$ cat src/hdl/exec_pkg.sv
package exec_pkg;

  // datapath and address width
  localparam int XLEN = 32;
  localparam int REG_IDX_W = 5;

  // only the low bits of operand b reach the shifter
  localparam int SHAMT_W = 5;

  localparam int INSTR_BYTES = 4;

  // operand stage, issue register, ALU register and result register
  // add up to three clocks from the sampling edge to res_vld
  localparam int EXEC_LATENCY = 3;

  typedef logic [XLEN-1:0] xlen_t;
  typedef logic [REG_IDX_W-1:0] reg_idx_t;

  typedef enum logic [4:0] {
    // register-register
    OP_ADD,
    OP_SUB,
    OP_SLL,
    OP_SLT,
    OP_SLTU,
    OP_XOR,
    OP_SRL,
    OP_SRA,
    OP_OR,
    OP_AND,
    // register-immediate
    OP_ADDI,
    OP_SLTI,
    OP_SLTIU,
    OP_XORI,
    OP_ORI,
    OP_ANDI,
    OP_SLLI,
    OP_SRLI,
    OP_SRAI,
    // upper immediate
    OP_LUI,
    OP_AUIPC,
    // jumps
    OP_JAL,
    OP_JALR,
    // conditional branches
    OP_BEQ,
    OP_BNE,
    OP_BLT,
    OP_BGE,
    OP_BLTU,
    OP_BGEU
  } exec_op_t;

  // payload leaving the operand stage
  typedef struct packed {
    exec_op_t op;
    reg_idx_t rd;
    xlen_t    opa;
    xlen_t    opb;
    xlen_t    cmp_b;
    xlen_t    pc_seq;
    xlen_t    target;
  } issue_t;

  // payload written back
  typedef struct packed {
    logic     rd_wr;
    reg_idx_t rd;
    xlen_t    rd_data;
    xlen_t    pc_next;
  } result_t;

endpackage

$ cat src/hdl/exec_operand_sel.sv
`timescale 1ns/1ps

module exec_operand_sel (
  input  logic               clk,
  input  logic               rst,
  input  logic               issue_vld,
  input  exec_pkg::exec_op_t op,
  input  exec_pkg::reg_idx_t rd,
  input  exec_pkg::xlen_t    rs1_data,
  input  exec_pkg::xlen_t    rs2_data,
  input  exec_pkg::xlen_t    imm,
  input  exec_pkg::xlen_t    pc,
  output logic               out_vld,
  output exec_pkg::issue_t   out
);
  import exec_pkg::*;

  // immediate layouts seen by this stage, FMT_R means no immediate
  typedef enum logic [2:0] {
    FMT_R,
    FMT_I,
    FMT_SH,
    FMT_B,
    FMT_J,
    FMT_U
  } imm_fmt_t;

  imm_fmt_t fmt;
  xlen_t    imm_ext;
  issue_t   nxt;

  always_comb begin
    case (op)
      OP_ADDI, OP_SLTI, OP_SLTIU, OP_XORI, OP_ORI, OP_ANDI, OP_JALR: fmt = FMT_I;
      OP_SLLI, OP_SRLI, OP_SRAI:                                    fmt = FMT_SH;
      OP_BEQ, OP_BNE, OP_BLT, OP_BGE, OP_BLTU, OP_BGEU:             fmt = FMT_B;
      OP_JAL:                                                       fmt = FMT_J;
      OP_LUI, OP_AUIPC:                                             fmt = FMT_U;
      default:                                                      fmt = FMT_R;
    endcase
  end

  // the raw field sits in the low bits of imm, only U-format uses the whole word
  always_comb begin
    case (fmt)
      FMT_I:   imm_ext = {{(XLEN-12){imm[11]}}, imm[11:0]};
      FMT_SH:  imm_ext = {{(XLEN-SHAMT_W){1'b0}}, imm[SHAMT_W-1:0]};
      FMT_B:   imm_ext = {{(XLEN-13){imm[12]}}, imm[12:0]};
      FMT_J:   imm_ext = {{(XLEN-21){imm[20]}}, imm[20:0]};
      FMT_U:   imm_ext = imm;
      default: imm_ext = '0;
    endcase
  end

  always_comb begin
    nxt.op     = op;
    nxt.rd     = rd;
    nxt.cmp_b  = rs2_data;
    nxt.pc_seq = pc + XLEN'(INSTR_BYTES);

    // LUI adds its immediate to zero, AUIPC to the PC
    case (op)
      OP_LUI:   nxt.opa = '0;
      OP_AUIPC: nxt.opa = pc;
      default:  nxt.opa = rs1_data;
    endcase

    if (fmt == FMT_R || fmt == FMT_B) begin
      nxt.opb = rs2_data;
    end else begin
      nxt.opb = imm_ext;
    end

    // JALR is register relative, JAL and branches are PC relative
    if (op == OP_JALR) begin
      nxt.target = rs1_data + imm_ext;
    end else begin
      nxt.target = pc + imm_ext;
    end
  end

  always_ff @(posedge clk) begin
    if (rst) begin
      out_vld <= 1'b0;
    end else begin
      out_vld <= issue_vld;
    end
  end

  always_ff @(posedge clk) begin
    if (issue_vld) begin
      out <= nxt;
    end
  end

endmodule

$ cat src/hdl/exec_stage_reg.sv
`timescale 1ns/1ps

module exec_stage_reg #(
  parameter type payload_t = logic
) (
  input  logic     clk,
  input  logic     rst,
  input  logic     in_vld,
  input  payload_t in_data,
  output logic     out_vld,
  output payload_t out_data
);

  always_ff @(posedge clk) begin
    if (rst) begin
      out_vld <= 1'b0;
    end else begin
      out_vld <= in_vld;
    end
  end

  // payload holds its last value between strobes
  always_ff @(posedge clk) begin
    if (in_vld) begin
      out_data <= in_data;
    end
  end

endmodule

$ cat src/hdl/exec_alu.sv
`timescale 1ns/1ps

module exec_alu (
  input  logic              clk,
  input  logic              rst,
  input  logic              in_vld,
  input  exec_pkg::issue_t  in,
  output logic              out_vld,
  output exec_pkg::result_t out
);
  import exec_pkg::*;

  logic [SHAMT_W-1:0] shamt;
  xlen_t              alu_res;
  logic               slt_s;
  logic               slt_u;
  logic               br_eq;
  logic               br_lt_s;
  logic               br_lt_u;
  logic               taken;
  logic               is_branch;
  logic               is_jump;
  result_t            nxt;

  // SRA and SRAI also take just the low five bits
  assign shamt = in.opb[SHAMT_W-1:0];

  assign slt_s = $signed(in.opa) < $signed(in.opb);
  assign slt_u = in.opa < in.opb;

  // the branch comparator always sees rs2, never the immediate
  assign br_eq   = in.opa == in.cmp_b;
  assign br_lt_s = $signed(in.opa) < $signed(in.cmp_b);
  assign br_lt_u = in.opa < in.cmp_b;

  always_comb begin
    case (in.op)
      OP_SUB:               alu_res = in.opa - in.opb;
      OP_SLL, OP_SLLI:      alu_res = in.opa << shamt;
      OP_SLT, OP_SLTI:      alu_res = {{(XLEN-1){1'b0}}, slt_s};
      OP_SLTU, OP_SLTIU:    alu_res = {{(XLEN-1){1'b0}}, slt_u};
      OP_XOR, OP_XORI:      alu_res = in.opa ^ in.opb;
      OP_SRL, OP_SRLI:      alu_res = in.opa >> shamt;
      OP_SRA, OP_SRAI:      alu_res = $signed(in.opa) >>> shamt;
      OP_OR, OP_ORI:        alu_res = in.opa | in.opb;
      OP_AND, OP_ANDI:      alu_res = in.opa & in.opb;
      // ADD, ADDI, LUI and AUIPC all reduce to a plain sum
      default:              alu_res = in.opa + in.opb;
    endcase
  end

  always_comb begin
    is_branch = 1'b1;
    case (in.op)
      OP_BEQ:  taken = br_eq;
      OP_BNE:  taken = !br_eq;
      OP_BLT:  taken = br_lt_s;
      OP_BGE:  taken = !br_lt_s;
      OP_BLTU: taken = br_lt_u;
      OP_BGEU: taken = !br_lt_u;
      default: begin
        taken     = 1'b0;
        is_branch = 1'b0;
      end
    endcase
  end

  assign is_jump = (in.op == OP_JAL) || (in.op == OP_JALR);

  always_comb begin
    nxt.rd_wr = !is_branch;
    nxt.rd    = in.rd;

    // jumps link the address of the following instruction
    if (is_jump) begin
      nxt.rd_data = in.pc_seq;
    end else begin
      nxt.rd_data = alu_res;
    end

    if (in.op == OP_JALR) begin
      nxt.pc_next = {in.target[XLEN-1:1], 1'b0};
    end else if (in.op == OP_JAL || taken) begin
      nxt.pc_next = in.target;
    end else begin
      nxt.pc_next = in.pc_seq;
    end
  end

  always_ff @(posedge clk) begin
    if (rst) begin
      out_vld <= 1'b0;
    end else begin
      out_vld <= in_vld;
    end
  end

  always_ff @(posedge clk) begin
    if (in_vld) begin
      out <= nxt;
    end
  end

endmodule

$ cat src/hdl/riscv_exec.sv
`timescale 1ns/1ps

module riscv_exec (
  input  logic               clk,
  input  logic               rst,
  input  logic               issue_vld,
  input  exec_pkg::exec_op_t op,
  input  exec_pkg::reg_idx_t rd,
  input  exec_pkg::xlen_t    rs1_data,
  input  exec_pkg::xlen_t    rs2_data,
  input  exec_pkg::xlen_t    imm,
  input  exec_pkg::xlen_t    pc,
  output logic               res_vld,
  output logic               res_rd_wr,
  output exec_pkg::reg_idx_t res_rd,
  output exec_pkg::xlen_t    res_rd_data,
  output exec_pkg::xlen_t    res_pc_next
);
  import exec_pkg::*;

  logic    sel_vld;
  issue_t  sel_data;
  logic    iss_vld;
  issue_t  iss_data;
  logic    alu_vld;
  result_t alu_data;
  result_t res_data;

  exec_operand_sel u_operand_sel (
    .clk       (clk),
    .rst       (rst),
    .issue_vld (issue_vld),
    .op        (op),
    .rd        (rd),
    .rs1_data  (rs1_data),
    .rs2_data  (rs2_data),
    .imm       (imm),
    .pc        (pc),
    .out_vld   (sel_vld),
    .out       (sel_data)
  );

  // breaks the path between operand muxing and the ALU
  exec_stage_reg #(.payload_t(issue_t)) u_issue_reg (
    .clk      (clk),
    .rst      (rst),
    .in_vld   (sel_vld),
    .in_data  (sel_data),
    .out_vld  (iss_vld),
    .out_data (iss_data)
  );

  exec_alu u_alu (
    .clk     (clk),
    .rst     (rst),
    .in_vld  (iss_vld),
    .in      (iss_data),
    .out_vld (alu_vld),
    .out     (alu_data)
  );

  exec_stage_reg #(.payload_t(result_t)) u_result_reg (
    .clk      (clk),
    .rst      (rst),
    .in_vld   (alu_vld),
    .in_data  (alu_data),
    .out_vld  (res_vld),
    .out_data (res_data)
  );

  assign res_rd_wr   = res_data.rd_wr;
  assign res_rd      = res_data.rd;
  assign res_rd_data = res_data.rd_data;
  assign res_pc_next = res_data.pc_next;

endmodule

$ cat config.mk
export PLATFORM = sky130hd
export DESIGN_NAME = riscv_exec
export DESIGN_NICKNAME = d
export VERILOG_FILES = /design/src/hdl/exec_pkg.sv /design/src/hdl/exec_operand_sel.sv /design/src/hdl/exec_stage_reg.sv /design/src/hdl/exec_alu.sv /design/src/hdl/riscv_exec.sv
export SDC_FILE = /design/constraint.sdc
export NUM_CORES = 1
export LEC_CHECK = 0
export BUFFER_PORTS_ARGS = -buffer_cell sky130_fd_sc_hd__buf_2
export CAP_MARGIN = 30
export CORE_ASPECT_RATIO = 0.8
export CORE_MARGIN = 2
export CORE_UTILIZATION = 45
export DETAILED_ROUTE_END_ITERATION = 6
export SLEW_MARGIN = 5
export SYNTH_ARGS = -nofsm -noshare
export SYNTH_HDL_FRONTEND = slang
export SYNTH_SLANG_ARGS = --single-unit
$ cat constraint.sdc
create_clock -name clk -period 13.1 [get_ports clk]
set_clock_uncertainty 0.15 [all_clocks]
set_input_delay 1.31 -clock clk [delete_from_list [all_inputs] [get_ports clk]]
set_output_delay 1.31 -clock clk [all_outputs]
set_load 0.02 [all_outputs]
==> metrics.md <==
| Metric | Value |
|---|---|
| GP Congestion | `1.025` |
| Fmax achieved | `186.9 MHz` |
| Yosys top cell by area | `edfxtp_1` |
| CTS tree | `yes` |
| Die area | `64970 µm²` |
| Rows | `82` |
| NetSw | `1293 µW` |
| Slowest-stage cell, CP | `a211oi_1` |
| Initial antenna violation count | `9` |
| Largest net degree at the start of global routing | `73` |
| Flop pwr share | `0.452` |
| Finish-stage setup viols | `0` |
| Clock Path Buffers | `3` |
| Crit-path max FO | `35` |
| Ys Warns | `0` |
| Drt initial violations | `2833` |
| Power Total | `4310 µW` |
| Sequential fraction of the synthesis area | `0.5118` |
| EDFF count, synth | `480` |
| Count of unique library cells instantiated by Yosys | `89` |
| Crit path DAT | `5.56 ns` |
| P_leak | `0.01232 µW` |
| Mapped Area | `28320 µm²` |
| Final #Nets | `2919` |
| M2 GR Usage | `0.4069` |
| Clock network fraction of total power | `0.333` |
| Final count of hold timing violations | `0` |
| Type of element launching the critical path | `input port` |
| Routed Wire Length | `94990 µm` |
| # IOs | `212` |
| Top FF cell, synth | `edfxtp_1` |
| Final Max Slew Viols | `0` |
| Global-route wire length before repair | `138900 µm` |
| Max stage delay on crit path | `0.70 ns` |
| Total CTS buffers | `48` |
| Commonest cells after routing, fill and taps aside | `480 x edfxtp_1, 212 x buf_2, 211 x nor2_1` |
| Max-Cap Viols | `0` |
| CP Capture Type | `register` |
| Initial Util | `0.4533` |
| Via Count | `21710` |
| Commonest non-fill, non-tap cell in the layout | `edfxtp_1` |
| Unrepaired setup endpoints after global routing | `false` |
| Detail Route Antenna Nets | `0` |
| Mapped Cells | `2448` |
| Chip height | `228.4 µm` |
| Power Dens Cells | `135.1 nW/µm²` |
| Reg2reg setup slack | `7.98 ns` |
| Synth-to-Final Area Change | `12.66%` |
| Global route hottest layer | `met1` |
| Clock Latency Late Sink | `0.62 ns` |
| HP Class | `reg -> reg` |
| Worst path cell trace | `buf_2 > nor2b_1 > nand2_1 > nor3b_2 > buf_4 > mux2_2 > ha_1 > nand3_1 > nor2_1 > inv_1 > o32a_1 > a211oi_1 > o211ai_1 > a311o_1 > xnor2_1` |
| Number of global-route vias before repair | `20630` |
| Top post-synthesis cells by area | `edfxtp_1 51%, ha_1 7.1%, mux4_2 4.6%` |
| Post-CTS sizing | `0` |
| Buffers on Ports | `211` |
| Final cycle utilization of the critical path | `0.4084` |
| Root Buffer | `clkbuf_16` |
| Die X-Extent | `284.5 µm` |
| Hpwl dp | `70190 µm` |
| Number of fillers in the final layout | `5500` |
| Hold bufs inserted after CTS | `0` |
| GRT met1 Usage | `0.4483` |
| Peak supply drop | `110.9 µV` |
| Flops & latches, synth | `484` |
| Met3 Track Usage GR | `0.05679` |
| Yosys top cell area share | `0.5089` |
| Fin Setup TNS | `0 ns` |
| Status | `complete, no violations` |
| Global Route Usage Sum | `0.2877` |
| DRC errors left | `0` |
| H-tree levels | `2` |
| Postcts setup bufs | `0` |
| Ys async rst share | `0` |
| Worst Path Required | `13.31 ns` |
| Synthesized Nets | `2753` |
| TritonRoute pass-1 iters | `6` |
| GR Overflow Total | `0` |
| Kind of critical path | `in -> reg` |
| Tmin final | `5.350 ns` |
| Vias per cell | `6.218` |
| Slew headroom | `0.2755` |
| Switching share of power | `0.3001` |
| Routed len/inst | `27.20 µm` |
| Comb pwr share | `0.215` |
| Worst Max-Slew Pin Slew | `1.087 ns` |
| CTS clk-pin slew, worst paths | `0.07 ns` |
| Clock Sink Count | `484` |
| Mean post-synth cell area | `11.57 µm²` |
| Core Box Area | `62480 µm²` |
| Proportion of layout cells with a drive suffix above 1 | `0.1721` |
| Int Pwr | `3017 µW` |
## synth_stat cells (17+ instances only)
library cell / instances
or3_1: 17
clkbuf_1: 99
edfxtp_1: 480
and2_1: 18
xnor2_1: 58
mux2_2: 43
o21bai_1: 17
nor3_1: 36
o21a_1: 21
nand3_1: 38
nand2b_1: 25
mux2i_1: 38
o211ai_1: 25
inv_1: 144
mux4_2: 58
nor2b_1: 19
ha_1: 161
a21o_1: 62
nand2_1: 177
mux2_1: 32
buf_2: 18
a22o_1: 34
nor2_1: 211
nand4_1: 23
o21ai_0: 81
a211oi_1: 22
a21oi_1: 152
a31oi_1: 27
o21ai_1: 22
a221oi_1: 27
## layout make-up
type	count	area [µm²]	share of cell area
multi-input combinational	1680	12730	0.3989
inverter	149	559.3	0.01753
clock inverter	34	412.9	0.01294
sequential	484	14510	0.4546
tap	840	1051	0.03294
timing repair buffer	251	1430	0.04482
clock buffer	51	1212	0.03800
antenna	3	7.507	0.0002353
## sequential cells by signal (all words and copies together), names as in the netlist
| signal | cells |
|---|---|
| u_alu.out | 70 |
| u_alu.out_vld | 1 |
| u_issue_reg.out_data | 170 |
| u_issue_reg.out_vld | 1 |
| u_operand_sel.out | 170 |
| u_operand_sel.out_vld | 1 |
| u_result_reg.out_data | 70 |
| u_result_reg.out_vld | 1 |
## worst paths after layout
| path | cells past startpoint | to | from |
|---|---|---|---|
| setup / recovery | 15 | u_operand_sel.out[31] | op[2] |
| hold / removal | 0 | u_issue_reg.out_data[74] | u_operand_sel.out[74] |
| setup reg to reg | 13 | u_alu.out[52] | u_issue_reg.out_data[98] |
| hold reg to reg | 0 | u_issue_reg.out_data[74] | u_operand_sel.out[74] |
## worst max-delay path, delay by kind of cell
kind | cells | cell delay (ns)
simple gates | 5 | 0.92
xor+xnor | 1 | 0.14
compound gates | 4 | 1.65
mux | 1 | 0.40
fa+ha+maj | 1 | 0.43
buf+inv | 3 | 0.71
## kinds of logic (layout without fill, tap and decap cells)
family	count (synthesis)	in the layout	synth area share
simple gates	623	623	0.1023
flops	484	484	0.5118
fa+ha+maj	164	164	0.07325
xor+xnor	73	73	0.02257
compound gates	645	645	0.1573
buf+inv	284	485	0.03976
other cells	0	3	0
mux	175	175	0.09308
## power groups by stage
stage	Clock, µW	Combinational, µW	Sequential (µW)
finish	1430	929	1950
global placement	0	890	1980
detailed placement	0	899	1980
global route	1520	1000	1960
floorplan	0	602	1940
CTS	1470	905	1940
## stage by stage
step / hold WS (ns) / area (µm²) / cells / setup slack, ns / util
detailed placement: 0.2545 / 30220 / 3402 / 7.155 / 0.4837
global route: 0.2714 / 31900 / 3490 / 7.397 / 0.5106
floorplan: 0.2503 / 28320 / 2448 / 7.750 / -
global placement: 0.2507 / 30160 / 3398 / 7.321 / 0.4827
CTS: 0.2659 / 31850 / 3487 / 7.778 / 0.5097
finish: 0.2634 / 31910 / 3492 / 7.750 / 0.5107
## per-layer routing
layer  up-vias  share of wire
li1       9649              -
met1     10740           0.46
met2      1163           0.42
met3       149          0.099
met4        10          0.025
met5         -        0.00072
Note: power is estimated with default switching activity, not from simulation.
